## src/design/boot_rom_image.svh

```systemverilog
// ----------------------------------------------------------
// boot ROM contents as a constant word table, included
// inside a module body by the ROM and the testbench model
// ----------------------------------------------------------

`ifndef BOOT_ROM_IMAGE_SVH
`define BOOT_ROM_IMAGE_SVH

// two words per line, lowest address first
localparam soc_pkg::data_t RomImage [soc_pkg::RomWords] = '{
  64'h0000_0517_f140_25f3, 64'h0205_0513_0000_0297,
  64'h8000_02b7_0182_8293, 64'h0002_8067_1050_0073,
  64'h0200_0337_0003_2383, 64'hffdf_f06f_0010_0413,
  64'h4000_04b7_0084_a023, 64'h0014_0413_0ff4_7413,
  64'h0084_a023_fe5f_f06f, 64'h0000_0013_0000_0013,
  64'hedfe_0dd0_0000_1000, 64'h3800_0000_4800_0000,
  64'h1100_0000_2800_0000, 64'h1000_0000_0000_0000,
  64'h6c00_0000_0000_0000, 64'h0100_0000_0000_0000,
  64'h0300_0000_0400_0000, 64'h0000_0000_0200_0000,
  64'h7663_7369_725f_7a6e, 64'h6563_6976_6564_0000,
  64'h0100_0000_7570_6300, 64'h0300_0000_0400_0000,
  64'h0000_0000_00fa_f080, 64'h6d65_6d6f_7279_4080,
  64'h0000_0080_0000_0000, 64'h0000_2000_0000_0000,
  64'h636c_696e_7440_3230, 64'h3030_3030_3000_0000,
  64'h6770_696f_4034_3030, 64'h3030_3030_3000_0000,
  64'h0200_0000_0900_0000, 64'h5a5a_a5a5_c3c3_3c3c
};

`endif

```

## src/design/soc_pkg.sv

```systemverilog
// ----------------------------------------------------------
// shared definitions for the memory-mapped system: widths,
// address map, CLINT and GPIO register offsets, bus structs
// imported by every RTL block and by the testbench
// ----------------------------------------------------------

package soc_pkg;

  // ----------------------------------------------------------
  // widths
  // ----------------------------------------------------------
  localparam int unsigned AddrWidth = 32;
  localparam int unsigned DataWidth = 64;
  localparam int unsigned StrbWidth = DataWidth / 8;

  typedef logic [AddrWidth-1:0] addr_t;
  typedef logic [DataWidth-1:0] data_t;
  typedef logic [StrbWidth-1:0] strb_t;

  // ----------------------------------------------------------
  // address map
  // ----------------------------------------------------------
  localparam int unsigned NrSlaves = 4;

  typedef enum logic [1:0] {
    SlvRom   = 2'd0,
    SlvClint = 2'd1,
    SlvGpio  = 2'd2,
    SlvRam   = 2'd3
  } slave_e;

  localparam addr_t RomBase     = 32'h0001_0000;
  localparam addr_t RomLength   = 32'h0000_1000;
  localparam int unsigned RomWords = 32;

  localparam addr_t ClintBase   = 32'h0200_0000;
  localparam addr_t ClintLength = 32'h0000_C000;

  localparam addr_t GpioBase    = 32'h4000_0000;
  localparam addr_t GpioLength  = 32'h0000_1000;

  localparam addr_t RamBase     = 32'h8000_0000;
  localparam addr_t RamLength   = 32'h0000_2000;
  localparam int unsigned RamWords = 1024;

  // region table, one entry per slave_e value
  localparam addr_t RegionStart [NrSlaves] = '{RomBase, ClintBase, GpioBase, RamBase};
  localparam addr_t RegionEnd   [NrSlaves] = '{
    RomBase   + RomLength   - 1,
    ClintBase + ClintLength - 1,
    GpioBase  + GpioLength  - 1,
    RamBase   + RamLength   - 1
  };

  // register offsets within a region
  localparam addr_t MsipOffset     = 32'h0000_0000;
  localparam addr_t MtimecmpOffset = 32'h0000_4000;
  localparam addr_t MtimeOffset    = 32'h0000_BFF8;
  localparam addr_t LedOffset      = 32'h0000_0000;
  localparam addr_t SwOffset       = 32'h0000_0008;

  // ----------------------------------------------------------
  // bus payloads
  // ----------------------------------------------------------
  typedef struct packed {
    logic  we;
    addr_t addr;
    strb_t be;
    data_t wdata;
  } bus_req_t;

  typedef struct packed {
    data_t rdata;
    logic  err;
  } bus_rsp_t;

endpackage

```

## src/design/gpio.sv

```systemverilog
// ----------------------------------------------------------
// GPIO: LED byte register and two-stage synchronizer on the
// DIP switch inputs, both readable over the bus
// ----------------------------------------------------------

`timescale 1ns/1ns

module gpio (
  input  logic              clk,
  input  logic              ndmreset_n,
  input  logic              req_i,
  input  soc_pkg::bus_req_t bus_req_i,
  input  logic [7:0]        sw_i,
  output soc_pkg::data_t    rdata_o,
  output logic [7:0]        led_o
);

  import soc_pkg::*;

  logic [7:0]  led_q;
  logic [7:0]  sw_meta_q;
  logic [7:0]  sw_sync_q;
  logic [11:3] word_off;
  data_t       rdata_q;

  assign word_off = bus_req_i.addr[11:3];

  always_ff @(posedge clk or negedge ndmreset_n) begin
    if (!ndmreset_n) begin
      led_q     <= '0;
      sw_meta_q <= '0;
      sw_sync_q <= '0;
    end else begin
      sw_meta_q <= sw_i;
      sw_sync_q <= sw_meta_q;
      if (req_i && bus_req_i.we && bus_req_i.be[0] && word_off == LedOffset[11:3]) begin
        led_q <= bus_req_i.wdata[7:0];
      end
    end
  end

  // zero-extended readback
  always_ff @(posedge clk) begin
    if (req_i && !bus_req_i.we) begin
      if (word_off == LedOffset[11:3]) begin
        rdata_q <= {{(DataWidth-8){1'b0}}, led_q};
      end else if (word_off == SwOffset[11:3]) begin
        rdata_q <= {{(DataWidth-8){1'b0}}, sw_sync_q};
      end else begin
        rdata_q <= '0;
      end
    end
  end

  assign rdata_o = rdata_q;
  assign led_o   = led_q;

endmodule

```

## config.mk

```make
export PLATFORM = sky130hd
export DESIGN_NAME = gpio
export DESIGN_NICKNAME = d
export VERILOG_FILES = /design/src/design/boot_rom_image.svh /design/src/design/soc_pkg.sv /design/src/design/gpio.sv
export SDC_FILE = /design/constraint.sdc
export NUM_CORES = 1
export LEC_CHECK = 0
export BUFFER_PORTS_ARGS = -buffer_cell sky130_fd_sc_hd__buf_2
export CAP_MARGIN = 20
export CORE_UTILIZATION = 29
export DETAILED_ROUTE_END_ITERATION = 10
export PLACE_DENSITY = 0.76
export SKIP_CTS_REPAIR_TIMING = 1
export SLEW_MARGIN = 10
export SYNTH_ARGS = -nofsm -noshare
export SYNTH_HDL_FRONTEND = slang
export SYNTH_SLANG_ARGS = --single-unit
```

## constraint.sdc

```tcl
create_clock -name clk -period 0.8 [get_ports clk]
set_input_delay 0.24 -clock clk [delete_from_list [all_inputs] [get_ports clk]]
set_output_delay 0.24 -clock clk [all_outputs]
set_load 0.02 [all_outputs]
```

### After elaboration in Yosys (flattened, before gate mapping)

Index checks and enable logic that the tools add are counted.

* output and inout bits: 72
* word-level logic and storage cells: 14
* flip-flop bits (word level): 88

* reduce and logical (&&, ||, !) cells: 6
* eq/ne operators: 1
* muxes and demuxes: 2

Operators by type and width (count)
* $mux W8: 2
* $eq A9 B1 Y1 const B: 1
* $logic_not A9 Y1: 1
* $logic_and A1 B1 Y1: 4
* $logic_not A1 Y1: 1

### Longest topological paths before layout

* word-level depth: 3
* mapped depth: 4
* mapped depth without buffers: 3

### Worst setup path before layout

OpenSTA, ideal clock, no wires.

* path kind: input to register
* from: input bus_req_i[78] in the netlist's numbering
* to: register led_q[0], in the netlist led_o[0]
* slack: -395 ps
* library setup time: 125 ps
* arrival: 1070 ps
* cell stages on the path: 3
* required time: 675 ps
* cells stage by stage: nor4_2 -> nand3_4 -> mux2_2

* word-level cells in the longest chain between the ends: 2

Ends and longest elaborated chain
* start: declaration: line gpio.sv:12 `input soc_pkg::bus_req_t bus_req_i,`
* $logic_not A9 Y1: line gpio.sv:36 `if (req_i && bus_req_i.we && bus_req_i.be[0] && word_off == LedOffset[11:3]) begin`
* $logic_and A1 B1 Y1: line gpio.sv:36
* end signal: assignment: line gpio.sv:37 `led_q <= bus_req_i.wdata[7:0];`
* end: declaration: line gpio.sv:20 `logic [7:0] led_q;`

No other way between the ends.
A chain may end at the register's enable or synchronous reset.

### Worst setup path in the final report

* from: register rdata_q[4], in the netlist rdata_o[4]
* to: output rdata_o[4]

RTL lines
* start: declaration: line gpio.sv:24 `data_t rdata_q;`
* start signal: assignment: line gpio.sv:46 `rdata_q <= {{(DataWidth-8){1'b0}}, led_q};`
* start signal: assignment: line gpio.sv:48 `rdata_q <= {{(DataWidth-8){1'b0}}, sw_sync_q};`
* end: declaration: line gpio.sv:14 `output soc_pkg::data_t rdata_o,`

No word-level cell between the ends.

==> run summary <==
Status: finished, violations left
Failing checks: setup timing
Area taken by multi-input logic gates: 508 sq um
Leading cell types by total area after synthesis: dfrtp_1 (39%), buf_4 (27%), edfxtp_1 (16%), mux2_2 (5.8%), mux2i_1 (5.2%)
Total power of the final layout: 3.48 mW
Clock-pin transition on the worst setup and hold timing paths: 0.05 ns
Peak ir drop on the vdd network: 0.629 mV
Beginning of the worst register-to-register path: led_o[5]
Static leakage power: 0.994 nW
Fill cells: 479
Number of non-filler instances in the completed layout: 253
Delay contributed by the slowest stage of the critical path: 0.39 ns
Yosys synthesis warning count: 0
Area of the core: 5110 sq um
Maximum number of pins on one net before global-route repair: 15
Critical Path Source Type: flip-flop
Total Nets Final: 298
Final number of setup-violating endpoints: 32
Aggregate global routing overflow: 0
Count of pins over their slew limit: 0
Port Buffer Count: 45
Utilization after layout: 0.387
Detailed-routing iteration count for the pre-antenna-repair pass: 4
Total number of H-tree levels: 2
Initial antenna violation count: 0
Hold Startpoint: sw_i[1]
Unrepaired setup endpoints after global routing: yes
Cell at the root of the clock tree: clkbuf_8
Gate count of the mapped netlist: 120
Library cells used by synthesis: 14
Die Y-Extent: 75.1 microns
Clock tree from TritonCTS: done
Area growth from synthesis to layout: 27.6%
Final Cycle Share: 1.34
Die area: 5630 sq um
WP buf/inv: 1
Clock latency at the later pin of the worst-skew pair: 0.27 ns
Number of failing hold endpoints at the final stage: 0
Total placed cells including tap cells: 237
# DRC: 0
Final worst setup slack: -0.269 ns
Vias after detailed routing: 908
Launching element of the worst setup path: rdata_o[4]
Top cell type by total area after synthesis: dfrtp_1
Signal arrival time at the worst endpoint: 0.83 ns
Endpoint type of the worst setup path: output port
Cell area after synthesis: 1550 sq um
Final period demand of the worst path: 1.07 ns
Final estimated routing congestion in global placement: 0.724
Crit path kind: reg -> out
Number of antenna-violating nets in the routed design: 0
Series of cell instances along the critical path: buf_2
Num CTS Buffers: 5
Layout cell share with drive strength beyond 1: 0.421
Part of the Yosys area used for sequential elements: 0.543
Max-cap violations: 0
Area occupied by registers: 841 sq um
Die boundary width: 75.1 microns
Type of the most critical hold path: in -> reg
Routed wirelength normalized by instance count: 10.5 microns
Initial drt markers: 10
Power density over the cells: 1760 nW/um^2
Number of global-route vias before repair: 618
Data required time at the worst endpoint: 0.56 ns
Global routing usage summed across all routing layers: 0.0731
Cell class contributing the biggest share of worst-path delay: flip-flops
Avg Cell Area, Syn: 12.9 sq um
Share of Yosys cell area claimed by the top area cell type: 0.388
Critical-path top delay cell: edfxtp_1
Count of clock tree sinks: 32
Biggest fanout along the worst timing path: 1
Row count: 26
Post-place setup slack: -0.535 ns
HPWL after detailed placement: 1.71 mm
I/O pins: 188
First-pass GRT wire length: 2.84 mm
Routed wire length: 2.65 mm
Flip-flop and latch count after synthesis: 32
Clock skew after layout: 0.00782 ns
Clock buffer depth: 2
Diodes inserted: 0
Routed vias/inst: 3.59
F_max: 935 MHz
Initial cell density of the core: 0.303
## layout make-up
type	count	share of cell area
well taps	70	0.0444
multi-input cells	86	0.257
clock buffers	8	0.0456
repair buffers	57	0.227
flip-flops and latches	32	0.426
## cells in the final DEF (no fill, tap or decap), drive strengths merged, types with 2 or more instances in the layout
cell,instances
mux2i,8
buf,56
dfrtp,24
conb,56
nor4,2
mux2,8
nor2,8
edfxtp,8
clkbuf,8
## registers in the layout (all words and copies together), names as in the netlist
register,cells
sw_sync_q,8
led_o,8
sw_meta_q,8
rdata_o,8
## path summary, 6_finish.rpt
path | endpoint | slack, ns | cells past startpoint
max reg2reg | rdata_o[5] | -0.20 | 3
min | sw_meta_q[1] | 0.07 | 1
min in group asynchronous | led_o[6] | 0.41 | 2
max | rdata_o[4] | -0.27 | 1
max in group asynchronous | sw_sync_q[0] | 0.03 | 3
min reg2reg | sw_sync_q[1] | 0.35 | 0
## routing by layer
| metal | part of all wire | global-route usage |
|---|---|---|
| met5 | 0 | 0 |
| met2 | 0.51 | 0.128 |
| met3 | 0.14 | 0.0321 |
| met1 | 0.34 | 0.0684 |
| met4 | 0.0083 | 0.0503 |
## synth_stat cells
library cell and instances:
nor2_1 8, edfxtp_1 8, nor2b_1 1, nor4_2 1, mux2i_1 8, dfrtp_1 24
conb_1 1, mux2_2 8, nand3_4 1, nand2_1 1, and4b_1 1, nor4_4 1
buf_6 1, buf_4 56
## per-stage QoR
step / TNS, ns / hold slack (ns) / cell area, sq um
final: -7.08 / 0.0746 / 1970
after global routing: -8.00 / 0.0672 / 1970
after floorplan: -4.80 / -0.0556 / 1770
after CTS: -7.25 / -0.175 / 1780
after global placement: -8.96 / 0.125 / 1690
after detailed placement: -9.85 / 0.126 / 1690
## cell families after synthesis
logic type             share of synthesized area
buffers and inverters                      0.279
DFF                                        0.543
muxes                                      0.110
and+or+nand+nor                           0.0655
other                                    0.00242
## power by group
group | total [mW] | switching (mW) | internal [mW]
Combinational | 0.512 | 0.364 | 0.148
Clock | 1.21 | 0.508 | 0.700
Sequential | 1.76 | 0.0221 | 1.74
(Power assumes the default switching activity.)
