<file path="config.mk">
export PLATFORM = sky130hd
export DESIGN_NAME = bus_demux
export DESIGN_NICKNAME = d
export VERILOG_FILES = /design/src/design/boot_rom_image.svh /design/src/design/soc_pkg.sv /design/src/design/bus_demux.sv
export SDC_FILE = /design/constraint.sdc
export NUM_CORES = 1
export LEC_CHECK = 0
export BUFFER_PORTS_ARGS = -buffer_cell sky130_fd_sc_hd__buf_2
export CORE_AREA = 5 5 164 166
export CTS_CLUSTER_DIAMETER = 100
export DETAILED_ROUTE_END_ITERATION = 10
export DIE_AREA = 0 0 169 171
export MAX_ROUTING_LAYER = met4
export PLACE_DENSITY = 0.35
export SLEW_MARGIN = 20
export SYNTH_ARGS = -nofsm -noshare
export SYNTH_HDL_FRONTEND = slang
export SYNTH_SLANG_ARGS = --single-unit
</file>
<file path="constraint.sdc">
create_clock -name clk -period 2.9 [get_ports clk]
set_input_delay 0.145 -clock clk [delete_from_list [all_inputs] [get_ports clk]]
set_output_delay 0.145 -clock clk [all_outputs]
set_load 0.1 [all_outputs]
</file>
<file path="src/design/boot_rom_image.svh">
// ----------------------------------------------------------
// boot ROM contents as a constant word table, included
// inside a module body by the ROM and the testbench model
// ----------------------------------------------------------

`ifndef BOOT_ROM_IMAGE_SVH
`define BOOT_ROM_IMAGE_SVH

// two words per line, lowest address first
localparam soc_pkg::data_t RomImage [soc_pkg::RomWords] = '{
  64'h0000_0517_f140_25f3, 64'h0205_0513_0000_0297,
  64'h8000_02b7_0182_8293, 64'h0002_8067_1050_0073,
  64'h0200_0337_0003_2383, 64'hffdf_f06f_0010_0413,
  64'h4000_04b7_0084_a023, 64'h0014_0413_0ff4_7413,
  64'h0084_a023_fe5f_f06f, 64'h0000_0013_0000_0013,
  64'hedfe_0dd0_0000_1000, 64'h3800_0000_4800_0000,
  64'h1100_0000_2800_0000, 64'h1000_0000_0000_0000,
  64'h6c00_0000_0000_0000, 64'h0100_0000_0000_0000,
  64'h0300_0000_0400_0000, 64'h0000_0000_0200_0000,
  64'h7663_7369_725f_7a6e, 64'h6563_6976_6564_0000,
  64'h0100_0000_7570_6300, 64'h0300_0000_0400_0000,
  64'h0000_0000_00fa_f080, 64'h6d65_6d6f_7279_4080,
  64'h0000_0080_0000_0000, 64'h0000_2000_0000_0000,
  64'h636c_696e_7440_3230, 64'h3030_3030_3000_0000,
  64'h6770_696f_4034_3030, 64'h3030_3030_3000_0000,
  64'h0200_0000_0900_0000, 64'h5a5a_a5a5_c3c3_3c3c
};

`endif

</file>
<file path="src/design/soc_pkg.sv">
// ----------------------------------------------------------
// shared definitions for the memory-mapped system: widths,
// address map, CLINT and GPIO register offsets, bus structs
// imported by every RTL block and by the testbench
// ----------------------------------------------------------

package soc_pkg;

  // ----------------------------------------------------------
  // widths
  // ----------------------------------------------------------
  localparam int unsigned AddrWidth = 32;
  localparam int unsigned DataWidth = 64;
  localparam int unsigned StrbWidth = DataWidth / 8;

  typedef logic [AddrWidth-1:0] addr_t;
  typedef logic [DataWidth-1:0] data_t;
  typedef logic [StrbWidth-1:0] strb_t;

  // ----------------------------------------------------------
  // address map
  // ----------------------------------------------------------
  localparam int unsigned NrSlaves = 4;

  typedef enum logic [1:0] {
    SlvRom   = 2'd0,
    SlvClint = 2'd1,
    SlvGpio  = 2'd2,
    SlvRam   = 2'd3
  } slave_e;

  localparam addr_t RomBase     = 32'h0001_0000;
  localparam addr_t RomLength   = 32'h0000_1000;
  localparam int unsigned RomWords = 32;

  localparam addr_t ClintBase   = 32'h0200_0000;
  localparam addr_t ClintLength = 32'h0000_C000;

  localparam addr_t GpioBase    = 32'h4000_0000;
  localparam addr_t GpioLength  = 32'h0000_1000;

  localparam addr_t RamBase     = 32'h8000_0000;
  localparam addr_t RamLength   = 32'h0000_2000;
  localparam int unsigned RamWords = 1024;

  // region table, one entry per slave_e value
  localparam addr_t RegionStart [NrSlaves] = '{RomBase, ClintBase, GpioBase, RamBase};
  localparam addr_t RegionEnd   [NrSlaves] = '{
    RomBase   + RomLength   - 1,
    ClintBase + ClintLength - 1,
    GpioBase  + GpioLength  - 1,
    RamBase   + RamLength   - 1
  };

  // register offsets within a region
  localparam addr_t MsipOffset     = 32'h0000_0000;
  localparam addr_t MtimecmpOffset = 32'h0000_4000;
  localparam addr_t MtimeOffset    = 32'h0000_BFF8;
  localparam addr_t LedOffset      = 32'h0000_0000;
  localparam addr_t SwOffset       = 32'h0000_0008;

  // ----------------------------------------------------------
  // bus payloads
  // ----------------------------------------------------------
  typedef struct packed {
    logic  we;
    addr_t addr;
    strb_t be;
    data_t wdata;
  } bus_req_t;

  typedef struct packed {
    data_t rdata;
    logic  err;
  } bus_rsp_t;

endpackage

</file>
<file path="src/design/bus_demux.sv">
// ----------------------------------------------------------
// address-region decoder: strobes the matching target and
// returns its read data one cycle after the request
// ----------------------------------------------------------

`timescale 1ns/1ns

module bus_demux (
  input  logic                        clk,
  input  logic                        ndmreset_n,
  input  logic                        req_valid_i,
  input  soc_pkg::bus_req_t           bus_req_i,
  output logic [soc_pkg::NrSlaves-1:0] slave_req_o,
  input  soc_pkg::data_t              slave_rdata_i [soc_pkg::NrSlaves],
  output logic                        rsp_valid_o,
  output soc_pkg::bus_rsp_t           bus_rsp_o
);

  import soc_pkg::*;

  logic [NrSlaves-1:0] hit;
  slave_e              sel;
  logic                miss;

  logic                rsp_valid_q;
  slave_e              sel_q;
  logic                err_q;
  logic                rd_q;

  // ----------------------------------------------------------
  // region match
  // ----------------------------------------------------------
  always_comb begin
    hit = '0;
    sel = SlvRom;
    for (int unsigned i = 0; i < NrSlaves; i++) begin
      if (bus_req_i.addr >= RegionStart[i] && bus_req_i.addr <= RegionEnd[i]) begin
        hit[i] = 1'b1;
        sel    = slave_e'(i);
      end
    end
  end

  assign miss        = ~|hit;
  assign slave_req_o = hit & {NrSlaves{req_valid_i}};

  // ----------------------------------------------------------
  // response tracking
  // ----------------------------------------------------------
  always_ff @(posedge clk or negedge ndmreset_n) begin
    if (!ndmreset_n) begin
      rsp_valid_q <= 1'b0;
      sel_q       <= SlvRom;
      err_q       <= 1'b0;
      rd_q        <= 1'b0;
    end else begin
      rsp_valid_q <= req_valid_i;
      sel_q       <= sel;
      // unmapped access reports an error, touches nothing
      err_q       <= req_valid_i & miss;
      rd_q        <= req_valid_i & ~miss & ~bus_req_i.we;
    end
  end

  assign rsp_valid_o     = rsp_valid_q;
  // writes and errors give zero data
  assign bus_rsp_o.rdata = rd_q ? slave_rdata_i[sel_q] : '0;
  assign bus_rsp_o.err   = err_q;

endmodule

</file>
## Yosys cells after proc, flatten, opt, wreduce, memory -nomap -nowiden

Cells that the tools add are included.

- Register bits after elaboration: 5
- Output and inout port bits: 70
- Logic and storage cells: 36

- Order comparisons: 9
- Mux-type cells: 11
- Bitwise gates (word level): 6
- Reduce and logical (&&, ||, !) cells: 6

Operator list:

| operator | number |
|---|---|
| $mux W64 | 3 |
| $bmux W64 S2 | 1 |
| $ge A32 B17 Y1 const B | 1 |
| $ge A32 B26 Y1 const B | 1 |
| $ge A32 B31 Y1 const B | 1 |
| $ge A32 B32 Y1 const B | 1 |
| $le A32 B17 Y1 const B | 1 |
| $le A32 B26 Y1 const B | 1 |
| $le A32 B31 Y1 const B | 1 |
| $le A32 B32 Y1 const B | 1 |
| $mux W1 | 5 |
| $and A4 B4 Y4 | 1 |
| $logic_and A1 B1 Y1 | 4 |
| $mux W2 | 2 |
| $reduce_or A4 Y1 | 1 |
| $and A1 B1 Y1 | 3 |
| $ge A3 B3 Y1 const B | 1 |
| $not A2 Y3 | 1 |
| $logic_not A1 Y1 | 1 |
| $not A1 Y1 | 1 |

## Logic depth before layout (Yosys ltp)

- Depth in word-level cells: 6
- Gate-level depth with buffers: 4

## Worst setup path before layout

Ideal clock, no wire load.

- Kind: input to output
- From: input port bus_req_i[87] (netlist name)
- To: output port slave_req_o[0] (netlist name)
- Data arrival time: 3.932 ns
- Data required time: 2.755 ns
- Setup slack: -1.177 ns
- Stages on the path: 3
- Buffers on the path: 0
- Cell sequence: or4_4 -> or3_2 -> nor4_1

- Cells in the longest elaborated chain, start to end: 4
- Elaborated cells between the ends (all ways): 5
- Those cells by class: order compare: 2; mux: 1; bitwise: 1; reduce/logical: 1

RTL lines:

| what | RTL line | text |
|---|---|---|
| start, declared | bus_demux.sv:12 | `input soc_pkg::bus_req_t bus_req_i,` |
| $ge A32 B17 Y1 / $le A32 B17 Y1 (equally long branches) | bus_demux.sv:37 | `if (bus_req_i.addr >= RegionStart[i] && bus_req_i.addr <= RegionEnd[i]) begin` |
| $logic_and A1 B1 Y1 * | bus_demux.sv:37 |  |
| $mux W1 * | bus_demux.sv:37 |  |
| $and A4 B4 Y4 * | bus_demux.sv:45 | `assign slave_req_o = hit & {NrSlaves{req_valid_i}};` |
| end, declared | bus_demux.sv:13 | `output logic [soc_pkg::NrSlaves-1:0] slave_req_o,` |

Every way passes the cells marked *; elsewhere a longest branch is shown, timed or not.

==> run_results.csv <==
group,metric,value,unit
cts,ctsRootBufferMaster,"clkbuf_16",
sta,max_freq,0.426,GHz
global_route,grt_max_degree,48,
sta,setup_viol,0,
drt,final_antenna_violating_net_count,0,
floorplan,initial_utilization,8.86,%
global_route,initial_antenna_violation_count,3,
synthesis,synth_top_family_by_area,"multiplexers",
synthesis,fraction_of_the_mapped_netlist_area_in_adder_cells,0,%
cts,cts-buffers-inserted,3,
drt,totalWireLength,13700,µm
sta,final_min_period_over_clock_period,81.0,%
synthesis,synth_area_leaders,"mux4_2 (64%), and2_1 (18%), dfrtp_1 (5.5%)",
floorplan,die_w,169,µm
layout,layout-drive-gt1-share,82.2,%
drt,drt-pass1-iter-count,4,
pwr,leakagePower,2.18,nW
floorplan,fp.coreArea,25500,µm²
hold_path,timing.hold.worst.class,"input port to flop",
synthesis,synth_xor_area_share,0.388,%
worst_setup_path,worst_endpoint_required_time,2760,ps
synthesis,netlist.top_cell.by_area,"mux4_2",
synthesis,post_synth.cell_area_avg,12.3,µm²
cts,post-cts-setup-buffers,0,
worst_setup_path,crit_path_end_kind,"output port",
sta,setup_tns,0,ps
synthesis,synth_simple_gate_area_share,24.0,%
synthesis,ys_seq_elements,5,
cts,cts_sink_cnt,5,
synthesis,synth_fp_nets,548,
placement,buffer_ports.inserted,349,
synthesis,synth.yosys.seq_area_share,5.55,%
drt,detailedRoute.firstIterationViolations,88,
drt,viasPerCell,3.68,
status,outcome,"finished, final reports clean",
layout,layout_filler_cell_count,2905,
drt,dr_vias,3162,
sta,final-hold-violation-count,0,
synthesis,synth_mux_area_share,64.3,%
synthesis,synthMostInstantiatedCell,"and2_1",
synthesis,ys_async_sr_fraction,100,%
worst_setup_path,cp_cell_sequence,"buf_4 -> mux4_2 -> and2_1 -> buf_2",
worst_setup_path,critPathTopFamily,"buffers and inverters",
synthesis,postSynth.topFlopCell,"dfrtp_1",
cts,maximum_level_of_the_cts_h_tree,1,
worst_setup_path,cp_slowest_cell,"mux4_2",
floorplan,boundaryPins,434,
sta,transition_time_of_the_tightest_slew_check_pin,566,ps
placement,gp_routability_congestion,0.764,
drt,drc,0,
synthesis,mappedNetlistArea,2260,µm²
worst_setup_path,path_max_fanout,28,
pwr,pd_cells,131,nW/µm²
worst_setup_path,wp_data_arrival,2200,ps
synthesis,synth_top_area_share,63.9,%
synthesis,synthesis.yosys.warnings,0,
pwr,ir_worst_vdd,190,µV
global_route,first_global_vias,3446,
global_route,grt_remaining_overflow,0,
job,maxCapViolations,0,
worst_setup_path,worst_path_largest_cell_delay,600,ps
cts,clock_tree_from_tritoncts,"done",
worst_setup_path,setup.worst_path.class,"flop to output port",
worst_setup_path,cp-start-kind,"flop",
layout,nets,887,
drt,route.detailed.wl_per_inst,15.9,µm
layout,final-seq-area,131,µm²
layout,multi_input_area,2040,µm²
floorplan,fp.dieArea,28900,µm²
global_route,global_route_wire_length_before_repair,19400,µm
synthesis,synthDistinctLibCells,21,
sta,setup_repair_after_global_routing_missed_its_margin,"false",
layout,final_util,17.7,%
cts,cts-resized-gates,0,
sta,max_slew_margin,62.3,%
sta,drv_slew,0,
sta,fin_crit,2350,ps
cts,path_clk_slew,30,ps
synthesis,synth_top_cells_by_count,"and2_1 (65), mux4_2 (64), clkbuf_1 (14)",
layout,area_added_between_synthesis_and_finish,99.8,%
global_route,grtUsageTotal,8.81,%
worst_setup_path,cp.buffers_inverters,2,
synthesis,syn-instance-count,184,
floorplan,placement_rows,59,
placement,place_hpwl,11900,µm
synthesis,area_fraction_in_compound_gates_after_synthesis,1.22,%
cts,cts_hold_repair.buffers,1,
synthesis,synth_edf_count,0,
floorplan,die_y,171,µm
cts,clock_tree.buffer_depth,2,
-- cells in the final DEF (no fill, tap or decap), types with 2 or more instances in the layout --
cell	netlist	layout
dfrtp_2	0	2
nor4_1	6	4
buf_12	0	2
dfrtp_1	5	2
buf_4	1	3
and2_1	65	65
nor3_1	3	3
inv_1	3	3
or3_1	2	2
and4_1	2	2
clkbuf_16	0	3
diode_2	0	2
buf_2	6	349
a41oi_1	2	2
nor4_2	0	2
mux4_2	64	64
nand2_1	2	2
nand3_1	2	2
-- metal layers --
layer / global-route usage [%] / part of all wire (%) / wire, µm
met1: 10.8 / 40 / 5410
met2: 15.4 / 51 / 7010
met3: 1.78 / 8.5 / 1170
met4: 1.30 / 0.70 / 96
met5: - / 0 / 0
-- worst paths after layout --
path,from,slack (ps),depth (start not counted),end
setup / recovery,sel_q[0],550,4,bus_rsp_o[35]
hold / removal,bus_req_i[104],70,2,rd_q
max in group asynchronous,ndmreset_n,2490,2,sel_q[0]
min in group asynchronous,ndmreset_n,260,2,err_q
-- final cells by class --
| type | instances | area share (%) |
|---|---|---|
| diodes | 2 | 0.111 |
| inverters | 3 | 0.250 |
| flip-flops and latches | 5 | 2.92 |
| multi-input cells | 155 | 45.3 |
| well taps | 335 | 9.30 |
| clock buffers | 4 | 1.75 |
| repair buffers | 355 | 40.4 |
-- stage by stage --
| stage | setup slack, ps | hold slack, ps | cell area, µm² | total power [mW] | std cells |
|---|---|---|---|---|---|
| 3_5_place_dp | 736 | -28.1 | 4410 | 0.359 | 852 |
| 5_1_grt | 440 | 84.5 | 4510 | 0.627 | 859 |
| 6_report | 551 | 72.4 | 4510 | 0.588 | 859 |
| 3_3_place_gp | 734 | -26.5 | 4410 | 0.356 | 852 |
| 2_1_floorplan | 0.0384 | -151 | 2270 | 0.159 | 184 |
| 4_1_cts | 491 | 70.8 | 4500 | 0.597 | 857 |
-- registers in the layout, indices dropped and copies added (netlist names) --
signal       cells
rsp_valid_o      1
err_q            1
sel_q            2
rd_q             1
-- power by group --
group / switching (mW) / total [mW] / internal, mW
clock: 0.0489 / 0.232 / 0.183
sequential: 0.000477 / 0.0721 / 0.0716
combinational: 0.0904 / 0.285 / 0.194
-- logic make-up after synthesis --
| kind of cell | after synthesis |
|---|---|
| AO/OA/AOI/OAI | 3 |
| AND/OR/NAND/NOR | 86 |
| multiplexers | 65 |
| XOR/XNOR | 1 |
| flip-flops | 5 |
| buffers and inverters | 24 |
(Power assumes the default switching activity.)
