## src/design/boot_rom_image.svh

```systemverilog
// ----------------------------------------------------------
// boot ROM contents as a constant word table, included
// inside a module body by the ROM and the testbench model
// ----------------------------------------------------------

`ifndef BOOT_ROM_IMAGE_SVH
`define BOOT_ROM_IMAGE_SVH

// two words per line, lowest address first
localparam soc_pkg::data_t RomImage [soc_pkg::RomWords] = '{
  64'h0000_0517_f140_25f3, 64'h0205_0513_0000_0297,
  64'h8000_02b7_0182_8293, 64'h0002_8067_1050_0073,
  64'h0200_0337_0003_2383, 64'hffdf_f06f_0010_0413,
  64'h4000_04b7_0084_a023, 64'h0014_0413_0ff4_7413,
  64'h0084_a023_fe5f_f06f, 64'h0000_0013_0000_0013,
  64'hedfe_0dd0_0000_1000, 64'h3800_0000_4800_0000,
  64'h1100_0000_2800_0000, 64'h1000_0000_0000_0000,
  64'h6c00_0000_0000_0000, 64'h0100_0000_0000_0000,
  64'h0300_0000_0400_0000, 64'h0000_0000_0200_0000,
  64'h7663_7369_725f_7a6e, 64'h6563_6976_6564_0000,
  64'h0100_0000_7570_6300, 64'h0300_0000_0400_0000,
  64'h0000_0000_00fa_f080, 64'h6d65_6d6f_7279_4080,
  64'h0000_0080_0000_0000, 64'h0000_2000_0000_0000,
  64'h636c_696e_7440_3230, 64'h3030_3030_3000_0000,
  64'h6770_696f_4034_3030, 64'h3030_3030_3000_0000,
  64'h0200_0000_0900_0000, 64'h5a5a_a5a5_c3c3_3c3c
};

`endif

```

## src/design/soc_pkg.sv

```systemverilog
// ----------------------------------------------------------
// shared definitions for the memory-mapped system: widths,
// address map, CLINT and GPIO register offsets, bus structs
// imported by every RTL block and by the testbench
// ----------------------------------------------------------

package soc_pkg;

  // ----------------------------------------------------------
  // widths
  // ----------------------------------------------------------
  localparam int unsigned AddrWidth = 32;
  localparam int unsigned DataWidth = 64;
  localparam int unsigned StrbWidth = DataWidth / 8;

  typedef logic [AddrWidth-1:0] addr_t;
  typedef logic [DataWidth-1:0] data_t;
  typedef logic [StrbWidth-1:0] strb_t;

  // ----------------------------------------------------------
  // address map
  // ----------------------------------------------------------
  localparam int unsigned NrSlaves = 4;

  typedef enum logic [1:0] {
    SlvRom   = 2'd0,
    SlvClint = 2'd1,
    SlvGpio  = 2'd2,
    SlvRam   = 2'd3
  } slave_e;

  localparam addr_t RomBase     = 32'h0001_0000;
  localparam addr_t RomLength   = 32'h0000_1000;
  localparam int unsigned RomWords = 32;

  localparam addr_t ClintBase   = 32'h0200_0000;
  localparam addr_t ClintLength = 32'h0000_C000;

  localparam addr_t GpioBase    = 32'h4000_0000;
  localparam addr_t GpioLength  = 32'h0000_1000;

  localparam addr_t RamBase     = 32'h8000_0000;
  localparam addr_t RamLength   = 32'h0000_2000;
  localparam int unsigned RamWords = 1024;

  // region table, one entry per slave_e value
  localparam addr_t RegionStart [NrSlaves] = '{RomBase, ClintBase, GpioBase, RamBase};
  localparam addr_t RegionEnd   [NrSlaves] = '{
    RomBase   + RomLength   - 1,
    ClintBase + ClintLength - 1,
    GpioBase  + GpioLength  - 1,
    RamBase   + RamLength   - 1
  };

  // register offsets within a region
  localparam addr_t MsipOffset     = 32'h0000_0000;
  localparam addr_t MtimecmpOffset = 32'h0000_4000;
  localparam addr_t MtimeOffset    = 32'h0000_BFF8;
  localparam addr_t LedOffset      = 32'h0000_0000;
  localparam addr_t SwOffset       = 32'h0000_0008;

  // ----------------------------------------------------------
  // bus payloads
  // ----------------------------------------------------------
  typedef struct packed {
    logic  we;
    addr_t addr;
    strb_t be;
    data_t wdata;
  } bus_req_t;

  typedef struct packed {
    data_t rdata;
    logic  err;
  } bus_rsp_t;

endpackage

```

## src/design/boot_rom.sv

```systemverilog
// ----------------------------------------------------------
// boot ROM: constant word table with a registered read port,
// write strobes are treated as reads and their data dropped
// ----------------------------------------------------------

`timescale 1ns/1ns

module boot_rom (
  input  logic           clk,
  input  logic           req_i,
  input  soc_pkg::addr_t addr_i,
  output soc_pkg::data_t rdata_o
);

  import soc_pkg::*;

  `include "boot_rom_image.svh"

  data_t rdata_q;

  // 64-bit word select
  always_ff @(posedge clk) begin
    if (req_i) begin
      rdata_q <= RomImage[addr_i[7:3]];
    end
  end

  assign rdata_o = rdata_q;

endmodule

```

## config.mk

```make
export PLATFORM = sky130hd
export DESIGN_NAME = boot_rom
export DESIGN_NICKNAME = d
export VERILOG_FILES = /design/src/design/soc_pkg.sv /design/src/design/boot_rom.sv
export VERILOG_INCLUDE_DIRS = /design/src /design/src/design
export SDC_FILE = /design/constraint.sdc
export NUM_CORES = 1
export LEC_CHECK = 0
export BUFFER_PORTS_ARGS = -buffer_cell sky130_fd_sc_hd__buf_2
export CAP_MARGIN = 20
export CELL_PAD_IN_SITES_DETAIL_PLACEMENT = 0
export CELL_PAD_IN_SITES_GLOBAL_PLACEMENT = 1
export CORE_MARGIN = 8
export CORE_UTILIZATION = 45
export DETAILED_ROUTE_END_ITERATION = 12
export HOLD_SLACK_MARGIN = 0.06
export PLACE_DENSITY = 0.92
export SYNTH_ARGS = -nofsm -noshare
export SYNTH_HDL_FRONTEND = slang
export SYNTH_SLANG_ARGS = --single-unit
export TNS_END_PERCENT = 5
```

## constraint.sdc

```tcl
create_clock -name clk -period 3.5 [get_ports clk]
set_input_delay 0.35 -clock clk [delete_from_list [all_inputs] [get_ports clk]]
set_output_delay 0.35 -clock clk [all_outputs]
set_load 0.005 [all_outputs]
```

---- Yosys cells after proc, flatten, opt, wreduce, memory -nomap -nowiden ----
Memories as Yosys holds them, arrays and structs flattened. A register that Yosys moved wholly into a read port is not among the register bits.
Cells that the tools add are included.
word-level totals
  flip-flop bits (word level) ............. 0
  memory bits (read-only) ................. 2048
  bits of input ports ..................... 34
  output and inout bits ................... 64
  word-level logic and storage cells ...... 2
  memories ................................ 1
operators by class
  bitwise logic cells ..................... 1
memory list
  name              depth  bits a word  read ports  clocked after Yosys merged registers in  wr ports  RTL line        source
  (name not given)  32     64           1           1                                        0         boot_rom.sv:24  rdata_q <= RomImage[addr_i[7:3]];
operators with widths
  kind            count
  NOT 5 -> 6 bit  1

---- Logic depth before layout (Yosys ltp) ----
Gate-level depths: netlist of run 1.
  depth after elaboration ................. 1
  mapped depth ............................ 7
  gate-level depth less buffers ........... 5

---- Least setup slack after synthesis of run 1 ----
Ideal clock, no wire load.
  path kind ............................... in2reg
  start ................................... input addr_i[3]
  end ..................................... register rdata_q[57], in the netlist rdata_o[57] (data pin)
  arrival ................................. 1.712 ns
  data required time ...................... 3.224 ns
  setup slack ............................. 1.512 ns
  cell stages on the path ................. 7
  path buffers ............................ 2
  cells stage by stage .................... clkbuf_1 inv_1 ha_1 buf_2 or3_1 o211ai_1 o221ai_1
on the way
  cells in the longest elaborated chain, start to end .. 1
RTL lines
  element                               RTL line        source
  start, declared                       boot_rom.sv:11  input soc_pkg::addr_t addr_i,
  NOT 5 -> 6 bit (not written as such)  boot_rom.sv:24
  end, declared                         boot_rom.sv:19  data_t rdata_q;
Every way passes these cells.

---- Worst setup path in the final report of run 1 ----
  start ................................... input addr_i[4]
  end ..................................... register rdata_q[13], in the netlist rdata_o[13] (data pin)
The elaborated chain is that of the path after synthesis.

==> results of run 1 <==
-- worst max-delay path: stages --
cell      delay (ns)
buf_2           0.32
inv_1           0.24
ha_1            0.45
and4bb_1        0.41
a41oi_1         0.20
nand4_1         0.14
-- Yosys cell counts, types with 3 or more instances --
| cell | count |
|---|---|
| ha_1 | 11 |
| o22ai_1 | 5 |
| nor2_1 | 20 |
| buf_6 | 5 |
| inv_1 | 7 |
| and3b_1 | 3 |
| nor3b_1 | 3 |
| mux2_2 | 3 |
| o21ai_0 | 23 |
| nand3_1 | 7 |
| a31oi_1 | 4 |
| o221ai_1 | 8 |
| buf_2 | 16 |
| o31ai_1 | 3 |
| o21a_1 | 3 |
| a21boi_0 | 6 |
| and3_1 | 3 |
| mux2i_1 | 5 |
| a21oi_1 | 21 |
| clkbuf_1 | 8 |
| nand3b_1 | 4 |
| edfxtp_1 | 64 |
| buf_4 | 7 |
| and2_1 | 6 |
| a21o_1 | 8 |
| nor3_1 | 3 |
| nand2_1 | 18 |
| nor2b_1 | 10 |
| nand2b_1 | 10 |
| o211ai_1 | 12 |
-- metrics by stage --
stage | area [um2] | power, W | setup WS, ns | hold WS (ns) | instances
floorplan | 3846 | 0.001160 | 1.512 | 0.4625 | 351
global placement | 4161 | 0.001286 | 1.163 | 0.7442 | 497
detailed placement | 4161 | 0.001291 | 1.135 | 0.7448 | 497
CTS | 4395 | 0.002041 | 1.496 | 0.5089 | 513
global route | 4395 | 0.002110 | 1.324 | 0.5372 | 513
finish | 4395 | 0.002028 | 1.454 | 0.5332 | 513
-- path summary, 6_finish.rpt --
path,cells after the start,start,to,slack [ns]
hold / removal,2,addr_i[3],rdata_o[12],0.53
setup / recovery,6,addr_i[4],rdata_o[13],1.45
-- power breakdown --
group	total [W]	internal (W)	switching [W]	leakage [nW]
sequential	0.000942	0.000927	0.0000153	0.616
combinational	0.000333	0.000131	0.000202	0.990
clock	0.000753	0.000467	0.000286	0.114
total	0.00203	0.00152	0.000503	1.72
-- metal layers --
layer	vias up	GRT usage, %	routed length, um
li1	1440	-	-
met1	1456	22.17	3954
met2	188	27.38	4773
met4	0	8.113	227
met3	18	4.105	1097
met5	-	0	0
-- cells by family after synthesis --
logic type      Yosys count  synth area share [%]
xor+xnor                  1                0.2278
fa+ha+maj                11                 3.578
flops                    64                 49.97
compound gates          118                 21.54
buf+inv                  43                 6.376
simple gates            105                 15.74
mux                       9                 2.570
-- final cells by class --
type / instances / area, um2 / area share, %
flip-flops and latches: 64 / 1922 / 43.72
multi-input cells: 244 / 1679 / 38.20
repair buffers: 77 / 402.9 / 9.166
well taps: 105 / 131.4 / 2.989
clock buffers: 9 / 123.9 / 2.818
clock inverters: 7 / 110.1 / 2.505
inverters: 7 / 26.28 / 0.5978
==> out/results.tsv, run 1 <==
stage	metric	value	unit
sta	Slew Viols, Final	0	
cells_and_area	# diodes	0	
logic_synthesis	post-synth top area cell	edfxtp_1	
floorplanning	io pins	98	
cells_and_area	Final #Nets	448	
global_route	vias in the first global route	2999	
clock_network	clock buffer depth	2	
sta	f_max	0.4887	GHz
worst_setup_path	WS Path Type	in -> reg	
clock_network	htree depth	3	
status	status	completed	
route	drt first-iter violations	341	
cells_and_area	commonest non-fill, non-tap cell in the layout	buf_2	
flow_run	Max Cap Violations	0	
logic_synthesis	Synth top area share	49.97	%
logic_synthesis	asr flop ratio synth	0	%
cells_and_area	final-layout fill cell count	764	
route	vias per std cell	6.047	
clock_network	CTS tree	yes	
cells_and_area	Area Growth Syn to Fin	14.28	%
logic_synthesis	Ys Warns	0	
cells_and_area	share of layout cells above drive strength 1	26.72	%
route	Antenna Nets Post-Route	0	
sta	RSZ-0062 raised after global routing	no	
floorplanning	die area	11760	um2
placement	dpl hpwl	6.782	mm
route	total vias in the final route	3102	
global_route	gr usage total	17.40	%
placement	IO buf count	70	
sta	Final setup viols	0	
worst_setup_path	crit end category	register	
logic_synthesis	Avg Cell Area, Syn	10.96	um2
clock_network	post-cts sizing count	0	
min_path	Hold Path Class	in -> reg	
logic_synthesis	Yosys reg bits	64	
global_route	largest net degree at the start of global routing	46	
floorplanning	starting density of the core	46.58	%
route	final wirelength	10.05	mm
logic_synthesis	leading register cell type out of synthesis	edfxtp_1	
cells_and_area	max reg flops	64	
logic_synthesis	cells after synthesis	351	
floorplanning	Die Width	108.5	um
route	1st-pass router iterations	5	
route	Avg WL per Cell	19.60	um
floorplanning	Core Footprint	8258	um2
sta	total negative slack	0	ns
route	DRC viols	0	
global_route	initial antenna violation count	0	
power	Pleak	1.721	nW
sta	fin crit share	58.46	%
global_route	total gr overflow	0	
logic_synthesis	Cell variety after synth	66	
clock_network	clock slew at reported path FFs	0.07	ns
cells_and_area	most frequent cells in the layout	buf_2 (70), edfxtp_1 (64), o21ai_0 (23)	
clock_network	CTS buffer count	9	
power	Pwr Density	461.3	nW/um2
worst_setup_path	crit start category	primary input	
clock_network	Sink Count	64	
global_route	first-pass GRT wire length	16.03	mm
logic_synthesis	sequential-to-total area share from yosys stat	49.97	%
sta	post-layout min period	2.046	ns
sta	final hold violations	0	
clock_network	cts-stage hold buffer count	0	
placement	Placer Congestion	0.8703	
power	worst vdd ir	0.2007	mV
sta	Max-Slew Margin vs Limit	51.10	%
clock_network	CTS Root Cell	clkbuf_8	
logic_synthesis	synth top area cells	edfxtp_1 (50%), ha_1 (3.6%), o21ai_0 (3.0%)	
logic_synthesis	Mapped Area	3846	um2
sta	Least-Margin Pin Slew	0.7335	ns
logic_synthesis	Synth Net Count	396	
worst_setup_path	Worst Path Required	3.57	ns
worst_setup_path	WP data arrival	2.12	ns
logic_synthesis	EDFF count, synth	64	
clock_network	postcts setup bufs	0	
floorplanning	Cell Rows	33	
floorplanning	Die H	108.5	um
cells_and_area	Util after Layout	53.23	%
worst_setup_path	crit path max fanout	20	
Power figures use the tool's default switching activity.
==> run 2, diff against run 1 <==
Settings changed: ABC_AREA from default to 1, CORE_UTILIZATION 45 to 38, PLACE_DENSITY 0.92 to 0.85.
Clock period 3.5 ns to 2.15 ns, I/O delays scaled along.
==> out/results.tsv, run 2 <==
stage	metric	value	unit
logic_synthesis	top cells by count, synth	nand2_1 (117), edfxtp_1 (64), nand3_1 (34), inv_1 (25), nor2_1 (22)	
logic_synthesis	Cell variety after synth	24	
global_route	first-pass GRT wire length	14.92	mm
worst_setup_path	crit path max fanout	9	
route	vias per std cell	5.312	
worst_setup_path	crit end category	register	
status	status	completed	
cells_and_area	post-layout instance area	3989	um2
worst_setup_path	crit start category	primary input	
worst_setup_path	Slowest Stage Delay on Critical Path	0.32	ns
route	1st-pass router iterations	5	
worst_setup_path	crit path launch	addr_i[3]	
placement	Post-Place Worst Slack	0.2591	ns
logic_synthesis	EDFF count, synth	64	
clock_network	CTS buffer count	9	
sta	fin crit share	71.37	%
min_path	worst hold start	addr_i[7]	
global_route	met2 Track Usage GR	25.63	%
floorplanning	io pins	98	
worst_setup_path	crit-path cells	buf_2, inv_1, ha_1, nand2_1, nor2_2, inv_2, nand4_1	
worst_setup_path	CP delay by family, top	buffers and inverters	
logic_synthesis	leading register cell type out of synthesis	edfxtp_1	
sta	Slew Viols, Final	0	
floorplanning	Core Footprint	8258	um2
global_route	gr usage total	16.55	%
cells_and_area	final-layout fill cell count	835	
cells_and_area	# diodes	0	
clock_network	CTS tree	yes	
route	drt first-iter violations	220	
logic_synthesis	sequential-to-total area share from yosys stat	58.94	%
route	Antenna Nets Post-Route	0	
global_route	initial antenna violation count	0	
worst_setup_path	WP data arrival	1.61	ns
global_route	met1 Usage GRT	19.80	%
sta	Max-Slew Margin vs Limit	58.03	%
floorplanning	Die Width	108.6	um
cells_and_area	most frequent cells in the layout	nand2_1 (117), buf_2 (70), edfxtp_1 (64)	
cells_and_area	commonest non-fill, non-tap cell in the layout	nand2_1	
global_route	busiest grt layer	met2	
sta	RSZ-0062 raised after global routing	no	
route	Avg WL per Cell	17.58	um
sta	Least-Margin Pin Slew	0.6272	ns
global_route	largest net degree at the start of global routing	43	
sta	f_max	0.6517	GHz
route	DRC viols	0	
cells_and_area	Final #Nets	474	
power	Pleak	1.913	nW
logic_synthesis	post-synth top area cell	edfxtp_1	
logic_synthesis	Mapped Area	3261	um2
logic_synthesis	synth top area cells	edfxtp_1 (59%), nand2_1 (13%), nand3_1 (5.2%)	
placement	Placer Congestion	0.9272	
worst_setup_path	CP max stage cell	ha_1	
clock_network	cts-stage hold buffer count	0	
placement	dpl hpwl	7.058	mm
logic_synthesis	Synth top area share	58.94	%
global_route	met3 usage	5.546	%
clock_network	htree depth	3	
sta	Final WS setup	0.6156	ns
cells_and_area	share of layout cells above drive strength 1	25.81	%
route	total vias in the final route	2863	
floorplanning	die area	11800	um2
sta	Final setup viols	0	
floorplanning	Die H	108.6	um
cells_and_area	Area Growth Syn to Fin	22.33	%
logic_synthesis	count leader, synth	nand2_1	
clock_network	postcts setup bufs	0	
worst_setup_path	Worst Path Buf+Inv	3	
cells_and_area	Util after Layout	48.30	%
logic_synthesis	Avg Cell Area, Syn	9.397	um2
floorplanning	Cell Rows	33	
worst_setup_path	WS Path Type	in -> reg	
logic_synthesis	Ys Warns	0	
worst_setup_path	Worst Path Required	2.22	ns
floorplanning	starting density of the core	39.48	%
sta	post-layout min period	1.534	ns
placement	IO buf count	70	
clock_network	CTS Root Cell	clkbuf_8	
power	worst vdd ir	0.2740	mV
global_route	total gr overflow	0	
placement	area of placed instances	3790	um2
clock_network	Sink Count	64	
power	Pwr Density	746.1	nW/um2
clock_network	clock slew at reported path FFs	0.07	ns
sta	final hold violations	0	
logic_synthesis	Yosys reg bits	64	
clock_network	post-cts sizing count	0	
min_path	Hold Path Class	in -> reg	
route	final wirelength	9.478	mm
logic_synthesis	cells after synthesis	347	
logic_synthesis	Synth Net Count	392	
sta	total negative slack	0	ns
cells_and_area	max reg flops	64	
global_route	vias in the first global route	2846	
flow_run	Max Cap Violations	0	
clock_network	clock buffer depth	2	
logic_synthesis	asr flop ratio synth	0	%
[run 2: power by group]
group          switching, W  leakage [nW]  total (W)  internal (W)
sequential        0.0000246         0.615    0.00153       0.00151
clock              0.000467        0.0920   0.000996      0.000528
combinational      0.000283          1.21   0.000448      0.000165
total              0.000775          1.91    0.00298       0.00220
[run 2: worst paths after layout]
path / end / cells past startpoint / slack (ns)
hold / removal: rdata_o[26] / 3 / 0.23
setup / recovery: rdata_o[37] / 7 / 0.62
[run 2: through the flow]
step / total power, W / hold WS, ns / instances
global placement: 0.002001 / 0.5888 / 522
detailed placement: 0.002008 / 0.5908 / 522
global route: 0.003107 / 0.2518 / 539
floorplan: 0.001773 / 0.3275 / 347
finish: 0.002976 / 0.2328 / 539
CTS: 0.002998 / 0.2198 / 538
[run 2: area by class of cell]
class	instances	area, um2	area share (%)
Multi-Input combinational cell	239	1160	29.08
Inverter	31	116.4	2.917
Clock buffer	10	127.6	3.199
Clock inverter	6	60.06	1.506
Sequential cell	64	1922	48.18
Tap cell	105	131.4	3.294
Timing Repair Buffer	84	471.7	11.83
[run 2: cells by family (layout without fill, tap and decap cells)]
family / after synthesis / after routing / share of synthesized area [%]
AOI/OAI and AO/OA: 33 / 33 / 5.641
DFF: 64 / 64 / 58.94
adders and majority gates: 11 / 11 / 4.221
buffers and inverters: 44 / 131 / 5.487
and+or+nand+nor: 195 / 195 / 25.71
[run 2: metal layers]
layer,part of all wire (%),vias up
met2,46,137
met4,3.2,0
li1,-,1345
met1,41,1358
met3,9.6,23
met5,0,-
